`src/rtl/nfcReadPagePkg.sv`:
```
`default_nettype none

package nfcReadPagePkg;

    // flash array and engine bus sizes
    localparam int NUM_WAYS = 4;
    localparam int ENGINE_COUNT = 8;

    typedef logic [NUM_WAYS-1:0] wayMask_t;
    typedef logic [5:0] opcode_t;
    typedef logic [15:0] dataLength_t;
    typedef logic [15:0] colAddress_t;
    typedef logic [23:0] rowAddress_t;
    // first bus byte sits in the top eight bits
    typedef logic [39:0] caData_t;
    typedef logic [ENGINE_COUNT-1:0] engineSelect_t;

    localparam opcode_t READ_PAGE_OPCODE = 6'b000100;

    // engine slots on the lower-level bus
    localparam int ENGINE_CMD_ADDR = 3;
    localparam int ENGINE_DATA_IN = 1;

    // second command byte of a page read
    localparam logic [7:0] READ_CONFIRM_BYTE = 8'h30;

    // count field is byte count minus one, so five address bytes
    localparam dataLength_t ADDRESS_COUNT_CODE = 16'd4;

    typedef struct packed {
        opcode_t     opcode;
        dataLength_t length;
        colAddress_t colAddress;
        rowAddress_t rowAddress;
        wayMask_t    waySelect;
    } hostCommand_t;

    typedef struct packed {
        engineSelect_t engineSelect;
        wayMask_t      targetWay;
        dataLength_t   byteCount;
        logic          caSelect;
        caData_t       caData;
    } engineRequest_t;

    // one-hot phase encoding
    typedef enum logic [8:0] {
        resetState = 9'b0_0000_0001,
        idle       = 9'b0_0000_0010,
        capture    = 9'b0_0000_0100,
        cmdIssue   = 9'b0_0000_1000,
        addrIssue  = 9'b0_0001_0000,
        cmd2Issue  = 9'b0_0010_0000,
        waitBusy   = 9'b0_0100_0000,
        waitReady  = 9'b0_1000_0000,
        dataIssue  = 9'b1_0000_0000
    } readPageState_t;

endpackage

`default_nettype wire

```
`src/rtl/readyBusyMonitor.sv`:
```
`timescale 1ns/100ps
`default_nettype none

module readyBusyMonitor (
    input  wire                           iSystemClock,
    input  wire                           rst,
    input  wire nfcReadPagePkg::wayMask_t targetWay,
    input  wire nfcReadPagePkg::wayMask_t readyBusy,
    output logic                          wayReady
);

    // first stage, flash lines come in asynchronously
    nfcReadPagePkg::wayMask_t maskedLines;

    always_ff @(posedge iSystemClock) begin
        if (rst) begin
            maskedLines <= '1;
        end else begin
            // only the addressed ways count
            maskedLines <= targetWay & readyBusy;
        end
    end

    // second stage, any selected way ready
    always_ff @(posedge iSystemClock) begin
        if (rst) begin
            wayReady <= 1'b1;
        end else begin
            wayReady <= |maskedLines;
        end
    end

endmodule

`default_nettype wire

```
`src/rtl/commandLatch.sv`:
```
`timescale 1ns/100ps
`default_nettype none

module commandLatch (
    input  wire                               iSystemClock,
    input  wire                               rst,
    input  wire                               capture,
    input  wire nfcReadPagePkg::hostCommand_t command,
    output nfcReadPagePkg::wayMask_t          targetWay,
    output nfcReadPagePkg::dataLength_t       length,
    output nfcReadPagePkg::caData_t           addressBytes
);

    nfcReadPagePkg::colAddress_t colAddress;
    nfcReadPagePkg::rowAddress_t rowAddress;

    // fields held for the whole command
    always_ff @(posedge iSystemClock) begin
        if (rst) begin
            targetWay  <= '0;
            length     <= '0;
            colAddress <= '0;
            rowAddress <= '0;
        end else if (capture) begin
            targetWay  <= command.waySelect;
            length     <= command.length;
            colAddress <= command.colAddress;
            rowAddress <= command.rowAddress;
        end
    end

    // address cycles go out low byte first
    // column takes two cycles, row takes three
    assign addressBytes = {
        colAddress[7:0],
        colAddress[15:8],
        rowAddress[7:0],
        rowAddress[15:8],
        rowAddress[23:16]
    };

endmodule

`default_nettype wire

```
`src/rtl/readPageSequencer.sv`:
```
`timescale 1ns/100ps
`default_nettype none

module readPageSequencer (
    input  wire                                iSystemClock,
    input  wire                                rst,
    input  wire nfcReadPagePkg::opcode_t       cmdOpcode,
    input  wire                                cmdValid,
    output logic                               cmdReady,
    output logic                               start,
    output logic                               capture,
    input  wire nfcReadPagePkg::wayMask_t      targetWay,
    input  wire nfcReadPagePkg::dataLength_t   length,
    input  wire nfcReadPagePkg::caData_t       addressBytes,
    input  wire                                wayReady,
    input  wire nfcReadPagePkg::engineSelect_t engineDone,
    output nfcReadPagePkg::engineRequest_t     engineReq,
    output logic                               transValid,
    output logic                               lastStep
);

    nfcReadPagePkg::readPageState_t state;
    nfcReadPagePkg::readPageState_t nextState;
    nfcReadPagePkg::engineSelect_t  cmdAddrSelect;
    nfcReadPagePkg::engineSelect_t  dataInSelect;
    logic                           accept;
    logic                           cmdAddrDone;
    logic                           dataDone;

    assign cmdAddrSelect = nfcReadPagePkg::engineSelect_t'(1) << nfcReadPagePkg::ENGINE_CMD_ADDR;
    assign dataInSelect  = nfcReadPagePkg::engineSelect_t'(1) << nfcReadPagePkg::ENGINE_DATA_IN;

    assign cmdAddrDone = engineDone[nfcReadPagePkg::ENGINE_CMD_ADDR];
    assign dataDone    = engineDone[nfcReadPagePkg::ENGINE_DATA_IN];

    // matching opcode while ready, anything else is dropped
    assign accept = cmdReady && cmdValid &&
                    (cmdOpcode == nfcReadPagePkg::READ_PAGE_OPCODE);

    assign start   = accept;
    // latch takes the fields on the accepting edge
    assign capture = accept;

    always_ff @(posedge iSystemClock) begin
        if (rst) begin
            state <= nfcReadPagePkg::resetState;
        end else begin
            state <= nextState;
        end
    end

    always_comb begin
        nextState = state;
        case (state)
            nfcReadPagePkg::resetState,
            nfcReadPagePkg::idle: begin
                nextState = accept ? nfcReadPagePkg::capture : nfcReadPagePkg::idle;
            end
            nfcReadPagePkg::capture: begin
                nextState = nfcReadPagePkg::cmdIssue;
            end
            nfcReadPagePkg::cmdIssue: begin
                if (cmdAddrDone) begin
                    nextState = nfcReadPagePkg::addrIssue;
                end
            end
            nfcReadPagePkg::addrIssue: begin
                if (cmdAddrDone) begin
                    nextState = nfcReadPagePkg::cmd2Issue;
                end
            end
            nfcReadPagePkg::cmd2Issue: begin
                if (cmdAddrDone) begin
                    nextState = nfcReadPagePkg::waitBusy;
                end
            end
            // flash must first report busy for the array read
            nfcReadPagePkg::waitBusy: begin
                if (!wayReady) begin
                    nextState = nfcReadPagePkg::waitReady;
                end
            end
            nfcReadPagePkg::waitReady: begin
                if (wayReady) begin
                    nextState = nfcReadPagePkg::dataIssue;
                end
            end
            // leave one cycle after the completion pulse
            nfcReadPagePkg::dataIssue: begin
                if (lastStep) begin
                    nextState = nfcReadPagePkg::idle;
                end
            end
            default: begin
                nextState = nfcReadPagePkg::idle;
            end
        endcase
    end

    // outputs follow the state being entered
    always_ff @(posedge iSystemClock) begin
        if (rst) begin
            cmdReady               <= 1'b1;
            transValid             <= 1'b0;
            lastStep               <= 1'b0;
            engineReq.engineSelect <= '0;
            engineReq.targetWay    <= '0;
            engineReq.byteCount    <= '0;
            engineReq.caSelect     <= 1'b1;
            engineReq.caData       <= '0;
        end else begin
            // quiet bus unless a phase below says otherwise
            cmdReady               <= 1'b0;
            transValid             <= 1'b0;
            lastStep               <= 1'b0;
            engineReq.engineSelect <= '0;
            engineReq.targetWay    <= targetWay;
            engineReq.byteCount    <= '0;
            engineReq.caSelect     <= 1'b1;
            engineReq.caData       <= '0;

            case (nextState)
                nfcReadPagePkg::idle: begin
                    cmdReady <= 1'b1;
                end
                // 00h first command cycle
                nfcReadPagePkg::cmdIssue: begin
                    engineReq.engineSelect <= cmdAddrSelect;
                end
                nfcReadPagePkg::addrIssue: begin
                    engineReq.engineSelect <= cmdAddrSelect;
                    engineReq.byteCount    <= nfcReadPagePkg::ADDRESS_COUNT_CODE;
                    engineReq.caSelect     <= 1'b0;
                    engineReq.caData       <= addressBytes;
                end
                nfcReadPagePkg::cmd2Issue: begin
                    engineReq.engineSelect <= cmdAddrSelect;
                    engineReq.caData       <= {nfcReadPagePkg::READ_CONFIRM_BYTE, 32'h0};
                end
                nfcReadPagePkg::dataIssue: begin
                    engineReq.byteCount <= length;
                    engineReq.caSelect  <= 1'b0;
                    // pulse only on the way in
                    transValid <= (state == nfcReadPagePkg::waitReady);
                    if (state == nfcReadPagePkg::dataIssue && dataDone) begin
                        lastStep <= 1'b1;
                    end else begin
                        engineReq.engineSelect <= dataInSelect;
                    end
                end
                default: begin
                end
            endcase
        end
    end

endmodule

`default_nettype wire

```
`src/rtl/nfcReadPageCmd.sv`:
```
`timescale 1ns/100ps
`default_nettype none

module nfcReadPageCmd (
    input  wire                                iSystemClock,
    input  wire                                rst,
    input  wire nfcReadPagePkg::hostCommand_t  command,
    input  wire                                cmdValid,
    output logic                               cmdReady,
    output logic                               start,
    output logic                               transValid,
    output logic                               lastStep,
    output nfcReadPagePkg::engineRequest_t     engineReq,
    input  wire nfcReadPagePkg::engineSelect_t engineDone,
    input  wire nfcReadPagePkg::wayMask_t      readyBusy
);

    logic                        capture;
    logic                        wayReady;
    nfcReadPagePkg::wayMask_t    targetWay;
    nfcReadPagePkg::dataLength_t length;
    nfcReadPagePkg::caData_t     addressBytes;

    // phase control and all registered outputs
    readPageSequencer sequencer0 (
        .iSystemClock (iSystemClock),
        .rst          (rst),
        .cmdOpcode    (command.opcode),
        .cmdValid     (cmdValid),
        .cmdReady     (cmdReady),
        .start        (start),
        .capture      (capture),
        .targetWay    (targetWay),
        .length       (length),
        .addressBytes (addressBytes),
        .wayReady     (wayReady),
        .engineDone   (engineDone),
        .engineReq    (engineReq),
        .transValid   (transValid),
        .lastStep     (lastStep)
    );

    commandLatch latch0 (
        .iSystemClock (iSystemClock),
        .rst          (rst),
        .capture      (capture),
        .command      (command),
        .targetWay    (targetWay),
        .length       (length),
        .addressBytes (addressBytes)
    );

    // ready/busy of the addressed ways only
    readyBusyMonitor monitor0 (
        .iSystemClock (iSystemClock),
        .rst          (rst),
        .targetWay    (targetWay),
        .readyBusy    (readyBusy),
        .wayReady     (wayReady)
    );

endmodule

`default_nettype wire

```
`config.mk`:
```
export PLATFORM = sky130hd
export DESIGN_NAME = nfcReadPageCmd
export DESIGN_NICKNAME = d
export VERILOG_FILES = /design/src/rtl/nfcReadPagePkg.sv /design/src/rtl/readyBusyMonitor.sv /design/src/rtl/commandLatch.sv /design/src/rtl/readPageSequencer.sv /design/src/rtl/nfcReadPageCmd.sv
export SDC_FILE = /design/constraint.sdc
export NUM_CORES = 1
export LEC_CHECK = 0
export BUFFER_PORTS_ARGS = -buffer_cell sky130_fd_sc_hd__buf_2
export CORE_MARGIN = 1.5
export CORE_UTILIZATION = 57
export CTS_BUF_LIST = sky130_fd_sc_hd__clkbuf_8
export CTS_CLUSTER_DIAMETER = 30
export CTS_CLUSTER_SIZE = 10
export DETAILED_ROUTE_END_ITERATION = 8
export HOLD_SLACK_MARGIN = 0.15
export PLACE_DENSITY_LB_ADDON = 0.1
export SYNTH_ARGS = -nofsm -noshare
export SYNTH_HDL_FRONTEND = slang
export SYNTH_HIERARCHICAL = 1
export SYNTH_SLANG_ARGS = --single-unit
```
`constraint.sdc`:
```
create_clock -name iSystemClock -period 3.8 [get_ports iSystemClock]
set_input_delay 0.19 -clock iSystemClock [delete_from_list [all_inputs] [get_ports iSystemClock]]
set_output_delay 0.19 -clock iSystemClock [all_outputs]
set_load 0.02 [all_outputs]
```
# Word-level counts from Yosys, hierarchy flattened
# Cells that the tools add are included.
# word_totals
regBits	146
input_bits	81
output_inout_bits	73
word_cells	53
# op_classes
eq_ne	15
muxes	14
bitwise	2
n_reduce_logical	7
# ops
op	n
one-hot mux 40 bit (2 select lines)	1
one-hot mux 9 bit (8 select lines)	1
2-to-1 mux 9 bit	6
one-hot mux 17 bit (2 select lines)	1
== test 9 x 2 -> 1 bit (second input constant)	2
== test 9 x 4 -> 1 bit (second input constant)	2
== test 9 x 5 -> 1 bit (second input constant)	2
== test 9 x 6 -> 1 bit (second input constant)	2
== test 9 bit (second input constant)	2
one-hot mux 8 bit (2 select lines)	1
== test 9 x 1 -> 1 bit (second input constant)	1
== test 9 x 3 -> 1 bit (second input constant)	1
== test 9 x 7 -> 1 bit (second input constant)	1
== test 9 x 8 -> 1 bit (second input constant)	1
== test 6 x 3 -> 1 bit (second input constant)	1
bitwise AND 4 bit	1
OR reduction 2 bit	2
OR reduction 4 bit	1
logical AND 1 bit	3
2-to-1 mux 3 bit	1
OR reduction 3 bit	1
2-to-1 mux 1 bit	2
2-to-1 mux 2 bit	1
inverter 1 bit	1

# Depth between registers and ports, before layout
# depth
depth_word	7
depth_mapped	7
mapped_depth_nobuf	5

# By module
# Netlist, hierarchy kept.
# modules_own_cells
mod	n_inst	cells_per_inst	area_per_inst_um2	seq_area_each_um2
readPageSequencer	1	247	2663.8	1501.4
commandLatch	1	194	2162.1	1201.2
readyBusyMonitor	1	12	147.6	100.1

# Worst setup path after synthesis
# OpenSTA, ideal clock, no wires.
# synth_timing
path_type	register -> register
start	register sequencer0.state[7]
end	register sequencer0.transValid
setup_ns	0.060
arrival_time_ns	1.572
t_required_ns	3.740
setup_slack_ns	2.168
stages_incl_launch_ff	6
n_path_buf	2
period_less_slack_ns	1.632
cell_sequence	dfxtp_1 -> buf_2 -> or3b_4 -> a2111oi_4 -> buf_6 -> and3b_1
# synth_via
elab_chain_cells	6
word_cells_on_any_way	20
cone_classes	eq/ne (10); mux (7); bitwise (1); reduce/logical (2)
# synth_rtl
element	line	text
from (decl)	readPageSequencer.sv:22	nfcReadPagePkg::readPageState_t state;
from (signal assigned)	readPageSequencer.sv:46	state <= nfcReadPagePkg::resetState;
from (signal assigned)	readPageSequencer.sv:48	state <= nextState;
== test 9 x 1 -> 1 bit or == test 9 x 2 -> 1 bit (tied branches)	readPageSequencer.sv:54	case (state)
OR reduction 2 bit	readPageSequencer.sv:54	
one-hot mux 9 bit (8 select lines)	readPageSequencer.sv:54	
== test 9 bit	readPageSequencer.sv:122	case (nextState)
inverter 1 bit (no source line)	--	
OR reduction 2 bit (no source line)	--	
to (signal assigned)	readPageSequencer.sv:144	transValid <= (state == nfcReadPagePkg::waitReady);
to (decl)	readPageSequencer.sv:18	output logic transValid,
# Parallel ways exist; a longest one is shown, timed or not.
# A chain may end at the register's enable or synchronous reset.

# Worst setup path after layout
# layout_timing
start	register sequencer0.state[4]
end	register, netlist name sequencer0/engineReq[62]
# layout_via
elab_chain_cells	6
word_cells_on_any_way	25
cone_classes	eq/ne (13); mux (9); reduce/logical (3)
# layout_rtl
element	line
== test 9 x 1 -> 1 bit or == test 9 x 2 -> 1 bit (tied branches)	readPageSequencer.sv:54
OR reduction 2 bit	readPageSequencer.sv:54
one-hot mux 9 bit (8 select lines)	readPageSequencer.sv:54
== test 9 x 4 -> 1 bit, or another cell as far along	readPageSequencer.sv:122
OR reduction 3 bit (no source line)	--
one-hot mux 8 bit (2 select lines) (*)	readPageSequencer.sv:122
# Every way passes the cells marked *; elsewhere a longest branch is shown, timed or not.

==> summary.txt <==
STA
  • Fmax achieved: 415 MHz
  • Final worst path period share: 63.4%
  • Final WS setup: 1.39 ns
  • Clk_skew: 0.0106 ns
  • Slew Viols, Final: 0
  • Worst slew pin tran: 1.08 ns
  • RSZ-0062 raised after global routing: no
  • Rel. slew slack: 28.2%
  • Final setup viols: 0
  • Min Tclk post-route: 2.41 ns
  • Setup TNS: 0 ns
  • Hold Vio Cnt, Final: 0

Global route
  • GRT Residual Overflow: 0
  • Initial antenna violation count: 0
  • Global Route Usage Sum: 25.0%
  • First-pass GRT wire length: 17.4 mm
  • Vias in the first global route: 3740
  • Largest net degree at the start of global routing: 46

Routing
  • Antenna-violating nets left: 0
  • DRT iter0 DRCs: 102
  • DRT Wirelength: 11.6 mm
  • Vias per Instance: 5.16
  • Drt wl/cell: 15.2 um
  • DR pass1 iterations: 5
  • DRC Markers: 0
  • Via count: 3944

Place
  • Post-DP HPWL: 6.56 mm
  • GPL Wtd Cong: 0.803
  • Pre-CTS setup slack: 1.40 ns
  • Area after DPL: 5580 sq um
  • PortBufs: 141

Hold path
  • Hold Crit Class: in2reg
  • Hold path depth: 4
  • Hold Crit Start: cmdValid
  • WHS Endpoint: sequencer0/cmdReady

Critical path
  • CP max stage delay: 0.98 ns
  • CP max-delay cell: a2111oi_4
  • FF-to-FF End: sequencer0/engineReq[62]
  • Critical path endpoint category: flop
  • Crit-path cells: or4_1 -> a2111oi_4 -> a21boi_2
  • Startpoint Class: flop
  • R2R setup slack: 1.39 ns
  • Cells on worst reg2reg path: 3
  • Crit Path Class: reg2reg
  • Max FO, Critical Path: 20
  • Crit path arrival time: 2.78 ns
  • Reg2reg start: sequencer0/state[4]
  • CP required: 4.17 ns

Floorplan
  • Chip Height: 96.4 um
  • IO Pins: 154
  • Core footprint: 8340 sq um
  • Initial Utilization: 59.6%
  • Die width: 96.4 um
  • Die Area: 9290 sq um
  • Cell row count: 33

Finish
  • ANT cells: 0
  • Final Cell Area: 6670 sq um
  • Final #Nets: 729
  • Share of layout cells above drive strength 1: 29.3%
  • Area Overhead vs Synth: 34.2%

Clocking
  • Worst-path clk slew: 0.08 ns
  • CTS buffer count: 17
  • Clock sink count: 140
  • Clock Path Buffers: 2
  • CTS tree: built
  • Clock Tree Root: clkbuf_8
  • # H-tree levels: 4
  • Worst-Skew Late Latency: 0.43 ns
  • Post-CTS setup buffer count: 0

Synth
  • FF+latch count, synth: 140
  • Largest family of logic cells by synthesized area: simple AND/OR/NAND/NOR gates
  • Synth Area in Compound Gates: 5.51%
  • Xor and xnor area share after synthesis: 0.704%
  • Yosys cell types: 57
  • Sequential area share after synthesis: 56.4%
  • Post-Syn Area: 4970 sq um
  • Multiplexer area fraction after synthesis: 12.1%
  • Count leader, synth: dfxtp_1
  • Mapped Avg Cell Area: 11.0 sq um
  • Top FF cell, synth: dfxtp_1
  • Post-synth top area share: 56.4%
  • Synth Warn #: 6
  • Synth cell count leaders: dfxtp_1 (140), nor2_1 (70), mux2i_1 (60)
  • Post-synth EDFFs: 0
  • Ys async rst share: 0%
  • Syn Inst Count: 453
  • Adder-Cell Fraction of Synth Area: 0%
  • Leading area contributor after synthesis: dfxtp_1
  • Post-Synth Simple-Gate Area: 18.9%
  • Synth top area cells: dfxtp_1 (56%), mux2i_1 (12%), nor2_1 (5.3%)

Run status
  • Outcome: complete, no violations

Power
  • Worst IR Drop VDD: 323 uV
  • Static Leak: 3.00 nW
  • Total chip power: 3.01 mW
  • Power Dens Cells: 452 nW/um^2

Job
  • Max cap viols: 0
[worst max path at each step]
stage	startpoint	end	slack, ns	depth (start not counted)
3_3_place_gp	sequencer0/state[4]	sequencer0/engineReq[62]	1.44	3
5_1_grt	sequencer0/state[4]	sequencer0/engineReq[43]	1.24	4
6_report	sequencer0/state[4]	sequencer0/engineReq[62]	1.39	3
3_5_place_dp	sequencer0/state[3]	sequencer0/engineReq[62]	1.40	3
2_1_floorplan	sequencer0/state[7]	sequencer0/transValid	2.17	5
4_1_cts	sequencer0/state[3]	sequencer0/engineReq[62]	1.35	3
[report_power, final]
group | total (mW) | internal, mW | leakage, nW | switching [mW]
clock | 1.35 | 0.782 | 0.219 | 0.565
sequential | 1.49 | 1.48 | 1.13 | 0.0115
combinational | 0.177 | 0.0995 | 1.65 | 0.0779
[flip-flops by register name (all words and copies together) (netlist names), 4 cells and up]
register / cells
monitor0/maskedLines: 4
latch0/colAddress: 16
latch0/length: 16
sequencer0/state: 9
latch0/targetWay: 4
latch0/rowAddress: 24
sequencer0/engineReq: 63
[kinds of logic after synthesis]
kind of cell,after synthesis
xor+xnor,4
mux,60
simple gates,169
buf+inv,45
compound gates,34
flops,140
other cells,1
[repair_timing]
action,4_1_cts,5_1_grt
setup endpoints to repair,0,0
hold endpoints to repair,66,0
resized for setup,0,0
hold buffers,65,0
[routing by layer]
metal | part of all wire, % | global-route usage (%) | wire length, um | up-vias
li1 | - | - | - | 1920
met1 | 41 | 28.5 | 4760 | 1854
met2 | 50 | 43.0 | 5820 | 144
met3 | 6.2 | 7.04 | 714 | 26
met4 | 2.5 | 12.2 | 289 | 0
met5 | 0 | 0 | 0 | -
[cell type report]
type                            count  area, sq um
Inverter                            5         20.0
Timing Repair Buffer              211         1390
Sequential cell                   140         2800
Clock inverter                     13          214
Multi-Input combinational cell    273         1880
Fill cell                         577         1670
Clock buffer                       17          234
Tap cell                          105          131
[metrics by stage]
step | utilization, % | std cells | hold slack, ns
final | 80.0 | 764 | 0.177
after floorplan | - | 458 | 0.269
after global placement | 66.8 | 669 | 0.387
after CTS | 80.0 | 764 | 0.165
after detailed placement | 66.8 | 669 | 0.388
after global routing | 80.0 | 764 | 0.197
[cell usage in the layout, fill, tap and decap left out, types with 3 or more instances in the layout]
cell type        n
bufinv_16        5
mux2i_1         60
nor2_1          69
nand4_1          3
nor2b_1          5
conb_1           6
and3_1          39
buf_4            5
and3b_1          3
a21oi_1          3
and2_1          15
a21o_1           4
or3_1            3
o211ai_1         3
o21ai_0          5
buf_2          141
inv_6            4
dlygate4sd3_1   65
dfxtp_1        140
nor4b_1          5
nand2_1          4
inv_1            4
clkbuf_8        17
[worst max-delay path, delay by kind of cell, from the launching register on]
kind / cells / cell delay (ns)
flops: 1 / 0.46
simple gates: 1 / 0.62
compound gates: 2 / 1.26
No activity file was read; power rests on OpenSTA's default activity.
